$ cat config.mk
export PLATFORM = sky130hd
export DESIGN_NAME = gl_backend_top
export DESIGN_NICKNAME = d
export VERILOG_FILES = /design/src/hw/gl_pkg.sv /design/src/hw/dispatch_unit.sv /design/src/hw/exec_lane.sv /design/src/hw/graduation_list.sv /design/src/hw/commit_unit.sv /design/src/hw/gl_backend_top.sv
export SDC_FILE = /design/constraint.sdc
export NUM_CORES = 2
export LEC_CHECK = 0
export BUFFER_PORTS_ARGS = -buffer_cell sky130_fd_sc_hd__buf_2
export CAP_MARGIN = 25
export CORE_ASPECT_RATIO = 1.1
export CORE_MARGIN = 10
export CORE_UTILIZATION = 35
export DETAILED_ROUTE_END_ITERATION = 7
export GPL_TIMING_DRIVEN = 0
export PLACE_DENSITY = 0.49
export REMOVE_ABC_BUFFERS = 1
export SKIP_CTS_REPAIR_TIMING = 1
export SLEW_MARGIN = 10
export SYNTH_ARGS = -nofsm -noshare
export SYNTH_HDL_FRONTEND = slang
export SYNTH_SLANG_ARGS = --single-unit
$ cat constraint.sdc
create_clock -name clk_i -period 12 [get_ports clk_i]
set_input_delay 1.2 -clock clk_i [delete_from_list [all_inputs] [get_ports clk_i]]
set_output_delay 1.2 -clock clk_i [all_outputs]
set_load 0.05 [all_outputs]
$ cat src/hw/gl_pkg.sv
// Graduation list backend package with sizes, latencies, opcodes and shared structs
package gl_pkg;

    localparam int unsigned NUM_ENTRIES = 16;                   // Usable capacity is one less
    localparam int unsigned GL_IDX_W    = $clog2(NUM_ENTRIES);
    localparam int unsigned GL_CNT_W    = GL_IDX_W + 1;         // Occupancy needs one extra bit
    localparam int unsigned NUM_LANES   = 2;
    localparam int unsigned DATA_W      = 32;
    localparam int unsigned REG_W       = 5;
    localparam int unsigned LAT_W       = 3;                    // Wide enough for the longest op

    typedef logic [GL_IDX_W-1:0] gl_index_t;
    typedef logic [GL_CNT_W-1:0] gl_count_t;
    typedef logic [LAT_W-1:0]    lat_t;

    // Lane busy cycles per opcode
    localparam lat_t LAT_ADD     = lat_t'(1);
    localparam lat_t LAT_SUB     = lat_t'(2);
    localparam lat_t LAT_XOR     = lat_t'(4);
    localparam lat_t LAT_ILLEGAL = lat_t'(1);

    localparam gl_count_t GL_CAPACITY = gl_count_t'(NUM_ENTRIES - 1);

    typedef enum logic [2:0] {
        OP_ADD     = 3'd0,
        OP_SUB     = 3'd1,
        OP_XOR     = 3'd2,
        OP_STORE   = 3'd3,
        OP_ILLEGAL = 3'd7
    } op_t;

    // Incoming instruction, operands carried as immediates
    typedef struct packed {
        logic              valid;
        op_t               op;
        logic [REG_W-1:0]  rd;
        logic [DATA_W-1:0] operand_a;
        logic [DATA_W-1:0] operand_b;
    } instr_t;

    // One slot of the graduation list
    typedef struct packed {
        op_t               op;
        logic [REG_W-1:0]  rd;
        logic [DATA_W-1:0] result;
        logic              exception;
    } gl_entry_t;

    typedef struct packed {
        logic              valid;
        op_t               op;
        gl_index_t         gl_index;
        logic [DATA_W-1:0] operand_a;
        logic [DATA_W-1:0] operand_b;
    } lane_req_t;

    typedef struct packed {
        logic              valid;
        gl_index_t         gl_index;
        logic [DATA_W-1:0] result;
        logic              exception;
    } writeback_t;

    typedef struct packed {
        logic              valid;
        logic [REG_W-1:0]  rd;
        logic [DATA_W-1:0] result;
        logic              exception;
    } commit_t;

endpackage

$ cat src/hw/dispatch_unit.sv
// Dispatch unit that accepts instructions, allocates list entries and steers ops to a free lane
module dispatch_unit (
    input  logic                                      clk_i,
    input  logic                                      rstn_i,
    input  gl_pkg::instr_t                            instr_i,
    input  logic              [gl_pkg::NUM_LANES-1:0] lane_busy_i,
    input  logic                                      gl_full_i,
    input  gl_pkg::gl_index_t                         tail_index_i,
    input  logic                                      flush_i,
    output gl_pkg::instr_t                            alloc_o,
    output gl_pkg::lane_req_t [gl_pkg::NUM_LANES-1:0] lane_req_o,
    output logic                                      stall_o
);

    logic                         is_store;
    logic                         lane_free_any;
    logic [gl_pkg::NUM_LANES-1:0] lane_sel;    // One-hot, lowest free lane
    logic                         found;
    logic                         accept;
    logic                         recover_q;   // Flush seen last cycle

    assign is_store      = (instr_i.op == gl_pkg::OP_STORE);
    assign lane_free_any = |(~lane_busy_i);

    // Priority encoder over the free lanes
    always_comb begin
        lane_sel = '0;
        found    = 1'b0;
        for (int i = 0; i < gl_pkg::NUM_LANES; i++) begin
            if (!lane_busy_i[i] && !found) begin
                lane_sel[i] = 1'b1;
                found       = 1'b1;
            end
        end
    end

    // Hold input while the list and lanes recover from a flush
    always_ff @(posedge clk_i or negedge rstn_i) begin
        if (!rstn_i) begin
            recover_q <= 1'b0;
        end else begin
            recover_q <= flush_i;
        end
    end

    assign stall_o = gl_full_i | flush_i | recover_q
                   | (instr_i.valid & ~is_store & ~lane_free_any);
    assign accept  = instr_i.valid & ~stall_o;

    always_comb begin
        alloc_o       = instr_i;
        alloc_o.valid = accept;
        for (int i = 0; i < gl_pkg::NUM_LANES; i++) begin
            lane_req_o[i].valid     = accept & ~is_store & lane_sel[i]; // Stores skip the lanes
            lane_req_o[i].op        = instr_i.op;
            lane_req_o[i].gl_index  = tail_index_i;
            lane_req_o[i].operand_a = instr_i.operand_a;
            lane_req_o[i].operand_b = instr_i.operand_b;
        end
    end

endmodule

$ cat src/hw/exec_lane.sv
// Execution lane that runs one multi-cycle ALU op and writes the result back to the list
module exec_lane (
    input  logic               clk_i,
    input  logic               rstn_i,
    input  logic               flush_i,
    input  gl_pkg::lane_req_t  req_i,
    output logic               busy_o,
    output gl_pkg::writeback_t wb_o
);

    gl_pkg::lat_t              count_q;     // Cycles left, 1 means writeback now
    gl_pkg::lat_t              lat_d;
    gl_pkg::gl_index_t         index_q;
    logic [gl_pkg::DATA_W-1:0] result_d;
    logic [gl_pkg::DATA_W-1:0] result_q;
    logic                      exc_d;
    logic                      exc_q;

    always_comb begin
        result_d = '0;
        exc_d    = 1'b0;
        lat_d    = gl_pkg::LAT_ILLEGAL;
        case (req_i.op)
            gl_pkg::OP_ADD: begin
                result_d = req_i.operand_a + req_i.operand_b;
                lat_d    = gl_pkg::LAT_ADD;
            end
            gl_pkg::OP_SUB: begin
                result_d = req_i.operand_a - req_i.operand_b;
                lat_d    = gl_pkg::LAT_SUB;
            end
            gl_pkg::OP_XOR: begin
                result_d = req_i.operand_a ^ req_i.operand_b;
                lat_d    = gl_pkg::LAT_XOR;
            end
            default: exc_d = 1'b1;  // Illegal opcode, result stays zero
        endcase
    end

    always_ff @(posedge clk_i or negedge rstn_i) begin
        if (!rstn_i) begin
            count_q <= '0;
        end else if (flush_i) begin
            count_q <= '0;                      // Drop in-flight work
        end else if (req_i.valid) begin
            count_q <= lat_d;
        end else if (count_q != '0) begin
            count_q <= count_q - gl_pkg::lat_t'(1);
        end
    end

    always_ff @(posedge clk_i) begin
        if (req_i.valid) begin
            index_q  <= req_i.gl_index;
            result_q <= result_d;
            exc_q    <= exc_d;
        end
    end

    // Free again in the writeback cycle so a new op can follow back to back
    assign busy_o = (count_q > gl_pkg::lat_t'(1));

    always_comb begin
        wb_o.valid     = (count_q == gl_pkg::lat_t'(1)) & ~flush_i;
        wb_o.gl_index  = index_q;
        wb_o.result    = result_q;
        wb_o.exception = exc_q;
    end

endmodule

$ cat src/hw/graduation_list.sv
// Graduation list, a circular reorder buffer with lane writebacks and in-order dual head read
module graduation_list (
    input  logic                                       clk_i,
    input  logic                                       rstn_i,
    input  gl_pkg::instr_t                             alloc_i,
    input  gl_pkg::writeback_t [gl_pkg::NUM_LANES-1:0] wb_i,
    input  logic               [1:0]                   read_head_i,
    input  logic                                       flush_commit_i,
    output gl_pkg::gl_index_t                          assigned_index_o,
    output gl_pkg::gl_entry_t  [1:0]                   head_entry_o,
    output logic               [1:0]                   head_finished_o,
    output logic                                       full_o,
    output logic                                       empty_o
);

    gl_pkg::gl_entry_t entries [gl_pkg::NUM_ENTRIES];
    logic [gl_pkg::NUM_ENTRIES-1:0] finished_q;

    gl_pkg::gl_index_t head_q;
    gl_pkg::gl_index_t tail_q;
    gl_pkg::gl_index_t head_next;      // Second oldest slot
    gl_pkg::gl_count_t count_q;
    gl_pkg::gl_count_t pop_cnt;
    gl_pkg::gl_count_t push_cnt;
    gl_pkg::gl_entry_t new_entry;

    logic write_en;
    logic is_store;

    assign is_store = (alloc_i.op == gl_pkg::OP_STORE);
    assign write_en = alloc_i.valid & ~full_o & ~flush_commit_i;

    assign push_cnt  = gl_pkg::gl_count_t'(write_en);
    assign pop_cnt   = gl_pkg::gl_count_t'(read_head_i[0]) + gl_pkg::gl_count_t'(read_head_i[1]);
    assign head_next = head_q + gl_pkg::gl_index_t'(1);

    // A store carries its data in operand_b and is complete on insertion
    always_comb begin
        new_entry.op        = alloc_i.op;
        new_entry.rd        = alloc_i.rd;
        new_entry.result    = is_store ? alloc_i.operand_b : '0;
        new_entry.exception = 1'b0;
    end

    // Entry payload
    always_ff @(posedge clk_i) begin
        if (write_en) begin
            entries[tail_q] <= new_entry;
        end
        for (int i = 0; i < gl_pkg::NUM_LANES; i++) begin
            if (wb_i[i].valid) begin
                entries[wb_i[i].gl_index].result    <= wb_i[i].result;
                entries[wb_i[i].gl_index].exception <= wb_i[i].exception;
            end
        end
    end

    // Finished bits
    always_ff @(posedge clk_i or negedge rstn_i) begin
        if (!rstn_i) begin
            finished_q <= '0;
        end else begin
            if (write_en) begin
                finished_q[tail_q] <= is_store;
            end
            for (int i = 0; i < gl_pkg::NUM_LANES; i++) begin
                if (wb_i[i].valid) begin
                    finished_q[wb_i[i].gl_index] <= 1'b1;
                end
            end
        end
    end

    // Pointers and occupancy
    always_ff @(posedge clk_i or negedge rstn_i) begin
        if (!rstn_i) begin
            head_q  <= '0;
            tail_q  <= '0;
            count_q <= '0;
        end else if (flush_commit_i) begin
            head_q  <= '0;         // Full flush empties the list
            tail_q  <= '0;
            count_q <= '0;
        end else begin
            head_q  <= head_q + gl_pkg::gl_index_t'(pop_cnt);
            tail_q  <= tail_q + gl_pkg::gl_index_t'(write_en);
            count_q <= count_q + push_cnt - pop_cnt;
        end
    end

    // Occupied and finished, oldest first
    assign head_finished_o[0] = (count_q != '0) & finished_q[head_q];
    assign head_finished_o[1] = (count_q > gl_pkg::gl_count_t'(1)) & finished_q[head_next];

    assign head_entry_o[0] = entries[head_q];
    assign head_entry_o[1] = entries[head_next];

    assign assigned_index_o = tail_q;
    assign full_o           = (count_q == gl_pkg::GL_CAPACITY);
    assign empty_o          = (count_q == '0);

endmodule

$ cat src/hw/commit_unit.sv
// Commit unit that retires finished head entries in order and turns an exception into a flush
module commit_unit (
    input  logic                         clk_i,
    input  logic                         rstn_i,
    input  gl_pkg::gl_entry_t [1:0]      head_entry_i,
    input  logic              [1:0]      head_finished_i,
    output logic              [1:0]      read_head_o,
    output gl_pkg::commit_t   [1:0]      commit_o,
    output logic                         exception_o,
    output logic                         flush_o
);

    logic any_exc;   // Either head entry excepted

    assign any_exc = head_entry_i[0].exception | head_entry_i[1].exception;

    // Nothing retires while the flush is being applied
    assign read_head_o[0] = head_finished_i[0] & ~flush_o;
    // Second slot only behind a clean first slot
    assign read_head_o[1] = read_head_o[0] & head_finished_i[1] & ~any_exc;

    assign exception_o = read_head_o[0] & head_entry_i[0].exception;

    always_ff @(posedge clk_i or negedge rstn_i) begin
        if (!rstn_i) begin
            flush_o <= 1'b0;
        end else begin
            flush_o <= exception_o;   // Single cycle, commits are blocked meanwhile
        end
    end

    always_comb begin
        for (int i = 0; i < 2; i++) begin
            commit_o[i].valid     = read_head_o[i];
            commit_o[i].rd        = head_entry_i[i].rd;
            commit_o[i].result    = head_entry_i[i].result;
            commit_o[i].exception = head_entry_i[i].exception;
        end
    end

endmodule

$ cat src/hw/gl_backend_top.sv
// Backend top joining dispatch, the execution lanes, the graduation list and commit
module gl_backend_top (
    input  logic                    clk_i,
    input  logic                    rstn_i,
    input  gl_pkg::instr_t          instr_i,
    output logic                    stall_o,
    output gl_pkg::commit_t [1:0]   commit_o,
    output logic                    exception_o,
    output logic                    empty_o,
    output logic                    full_o
);

    logic               [gl_pkg::NUM_LANES-1:0] lane_busy;
    gl_pkg::lane_req_t  [gl_pkg::NUM_LANES-1:0] lane_req;
    gl_pkg::writeback_t [gl_pkg::NUM_LANES-1:0] lane_wb;
    gl_pkg::instr_t                             alloc;
    gl_pkg::gl_index_t                          tail_index;
    gl_pkg::gl_entry_t  [1:0]                   head_entry;
    logic               [1:0]                   head_finished;
    logic               [1:0]                   read_head;
    logic                                       flush;

    dispatch_unit dispatch_unit_inst (
        .clk_i        (clk_i),
        .rstn_i       (rstn_i),
        .instr_i      (instr_i),
        .lane_busy_i  (lane_busy),
        .gl_full_i    (full_o),
        .tail_index_i (tail_index),
        .flush_i      (flush),
        .alloc_o      (alloc),
        .lane_req_o   (lane_req),
        .stall_o      (stall_o)
    );

    for (genvar i = 0; i < gl_pkg::NUM_LANES; i++) begin : g_lane
        exec_lane exec_lane_inst (
            .clk_i   (clk_i),
            .rstn_i  (rstn_i),
            .flush_i (flush),
            .req_i   (lane_req[i]),
            .busy_o  (lane_busy[i]),
            .wb_o    (lane_wb[i])
        );
    end

    graduation_list graduation_list_inst (
        .clk_i            (clk_i),
        .rstn_i           (rstn_i),
        .alloc_i          (alloc),
        .wb_i             (lane_wb),
        .read_head_i      (read_head),
        .flush_commit_i   (flush),
        .assigned_index_o (tail_index),
        .head_entry_o     (head_entry),
        .head_finished_o  (head_finished),
        .full_o           (full_o),
        .empty_o          (empty_o)
    );

    commit_unit commit_unit_inst (
        .clk_i           (clk_i),
        .rstn_i          (rstn_i),
        .head_entry_i    (head_entry),
        .head_finished_i (head_finished),
        .read_head_o     (read_head),
        .commit_o        (commit_o),
        .exception_o     (exception_o),
        .flush_o         (flush)
    );

endmodule

==> flow_summary.toml <==
[detailed_routing]
routed_wl_mm = 208
drtAntennaViolNets = 0
avgViaCountPerCell = 6.31
first_pass_iters = 6
vias = 41900
drc = 0
wl_per_cell_um = 31.4
drt-initial-drc-count = 6654

[synth]
synth_top_cell_area_share_pct = 43.1
synth_edf_count = 682
synth_top_flop_cell = "edfxtp_1"
netlist_top_cells_count = "a21oi_1 (699), nand2_1 (692), edfxtp_1 (682), nor3_1 (514), o21ai_0 (492)"
syn_area_per_cell_um2 = 9.61
yosysSeqAreaShare_pct = 45.1
yosys.cell_count.top_type = "a21oi_1"
yosys_warnings = 0
synth_area_leader_cell = "edfxtp_1"
async_reset_ff_share_pct = 5.15
syn_inst = 4937
syn_area_um2 = 47500
yosysUniqueCellTypes = 63
ys_seq_elements = 719
synthTopCellsByArea = "edfxtp_1 (43%), mux4_2 (11%), a21oi_1 (7.4%)"

[timing]
finalSetupViolations = 0
period_needed_ns = 6.94
finalHoldViolations = 0
skew_ns = 0.0221
post-route-period-util_pct = 57.8
rsz0062_at_grt = "no"
slew_headroom_pct = 21.8
fin_setup_tns_ns = 0
fmax_mhz = 144
report.final.slew_viol_count = 0
worst_slew_pin_slew_ns = 1.17

[job]
drv_cap = 0

[global_routing]
grt_pass1_wl_mm = 292
antenna_found_initial = 15
grtUsageMet1_pct = 37.5
top_usage_layer = "met2"
grt_overflow = 0
use_met2_pct = 39.2
grt_pass1_vias = 38900
grt_util_all_layers_pct = 26.9
grt_start_max_net_pins = 49
grtUsageMet3_pct = 6.68

[clock_tree]
clk_latency_ns = 0.70
cts.sinks = 719
cts_inserted_buffers = 90
path_clk_slew_ns = 0.06
clockBufferDepth = 3
cts_tree = "done"
htreeDepth = 3
clockRootBuffer = "clkbuf_16"

[power_and_ir_drop]
power_mw = 12.2
power_leakage_nw = 17.7
peakVddDrop_mv = 0.251
powerDensity_nw_per_um2 = 222

[finish]
finalInstanceArea_um2 = 54700
final_util_pct = 40.7
area_delta_synth_final_pct = 15.4
drive_above_1_share_pct = 17.0
fin_nets = 4912
multi_input_area_um2 = 24100
nFillCells = 12900
fin_cells = 6641
seqCellArea_um2 = 21400

[place]
gp_congestion = 0.864
dp.cells = 6474
place_area_um2 = 52000
hpwl_mm = 142
portBuffers = 156

[critical_path]
start_kind = "flop"
critPathCaptureType = "primary output"
crit_path_frequent_cell = "buf_16"
cp.buffers_inverters = 7
cp_data_arrival_time_ns = 5.74
cp_slowest_cell = "dfrtp_4"
r2r_start = "graduation_list_inst.head_q[0]"
crit_family = "buffers and inverters"
crit_required_ns = 10.80
critPathMaxFanout = 47
critPathLaunch = "graduation_list_inst.head_q[0]"
slowest_delay_ns = 0.74
cp_cell_sequence = "buf_16 > buf_16 > buf_16 > buf_16 > ha_4 > buf_16 > buf_16 > mux4_2 > and2_1 > a211oi_1 > a32oi_1 > nor4_1 > buf_2"
critPathKind = "flop to primary output"

[floorplan]
die_h_um = 406
fp.dieW_um = 371
core_um2 = 135000
fp-row-count = 141
initial_core_util_pct = 35.3
die_area_um2 = 151000
io-pin-count = 157

[min_path]
min_from = "g_lane[1].exec_lane_inst.count_q[1]"
hold_path.class = "flop to flop"

[run_status]
status = "finished clean"
## worst paths after layout
path,to,slack (ns),cells after the start
worst min-delay path,g_lane[1].exec_lane_inst.count_q[1],0.53,2
min in group asynchronous,g_lane[0].exec_lane_inst.count_q[0],0.65,1
worst max-delay path,commit_o[77],5.06,13
max in group asynchronous,graduation_list_inst.head_q[1],10.63,1
worst min register to register,g_lane[1].exec_lane_inst.count_q[1],0.53,2
worst max register to register,graduation_list_inst.count_q[4],5.16,21
## power breakdown
part           internal, mW  switching, mW  leakage, nW
clock network          1.44           1.16         1.33
logic                  2.12           3.94         9.53
registers              3.08          0.407         6.82
total                  6.64           5.51         17.7
## tightest hold or removal path, stage by stage, from the launching register on
cell     delay (ns)
dfrtp_1        0.36
nand2_1        0.05
o21ai_0        0.07
## logic make-up (layout without fill, tap and decap cells)
kind of cell             count (synthesis)  after routing  synth area share, %
buffers and inverters                  640            551                 5.31
flip-flops                             719            719                 45.1
other                                    0              6                    0
XOR/XNOR                                98             98                 1.81
multiplexers                           391            391                 14.6
AO/OA/AOI/OAI                         1473           1473                 16.9
AND/OR/NAND/NOR                       1559           1559                 14.8
adder cells (fa/ha/maj)                 57             57                 1.55
## cells in the final DEF (no fill, tap or decap), types with 29 or more instances in the layout
cell type / count
a221oi_1: 41
buf_6: 32
xnor2_1: 66
buf_2: 157
buf_16: 49
o21ai_0: 492
ha_1: 53
a211oi_1: 44
a21oi_1: 699
buf_4: 40
nand2_1: 677
and2_1: 42
mux2i_1: 129
mux4_2: 237
dfrtp_1: 33
o22ai_1: 31
xor2_1: 29
edfxtp_1: 682
nor3_1: 505
clkbuf_16: 91
a31oi_1: 43
inv_1: 43
buf_12: 61
a22oi_1: 38
nor2_1: 163
## metal layers
layer  part of all wire [%]  up-vias  wire (um)
met5                  0.060        -        126
met4                    4.9       16      10100
met3                     12      563      26000
met2                     42     2759      87900
met1                     40    20400      84300
li1                       -    18100          -
## registers in the layout, indices dropped and copies added, names as in the netlist
register,flops
graduation_list_inst.assigned_index_o,4
graduation_list_inst.finished_q,16
graduation_list_inst.head_q,4
dispatch_unit_inst.recover_q,1
g_lane.exec_lane_inst.exc_q,2
g_lane.exec_lane_inst.index_q,8
graduation_list_inst.count_q,5
g_lane.exec_lane_inst.result_q,64
graduation_list_inst.entries,608
g_lane.exec_lane_inst.count_q,6
commit_unit_inst.flush_o,1
## area by class of cell
| class | count | area share, % |
|---|---|---|
| Sequential cell | 719 | 39.1 |
| Inverter | 45 | 0.311 |
| Multi-Input combinational cell | 3578 | 44.0 |
| Clock buffer | 123 | 4.45 |
| Timing Repair Buffer | 346 | 7.53 |
| Antenna cell | 6 | 0.0274 |
| Clock inverter | 37 | 0.519 |
| Tap cell | 1787 | 4.08 |
## through the flow
stage | hold slack (ns) | setup WS, ns
global placement | 0.503 | -16.29
detailed placement | 0.519 | 5.27
global route | 0.555 | 4.74
finish | 0.526 | 5.06
floorplan | 0.470 | -8.86
CTS | 0.532 | 5.09
(Power assumes the default switching activity.)
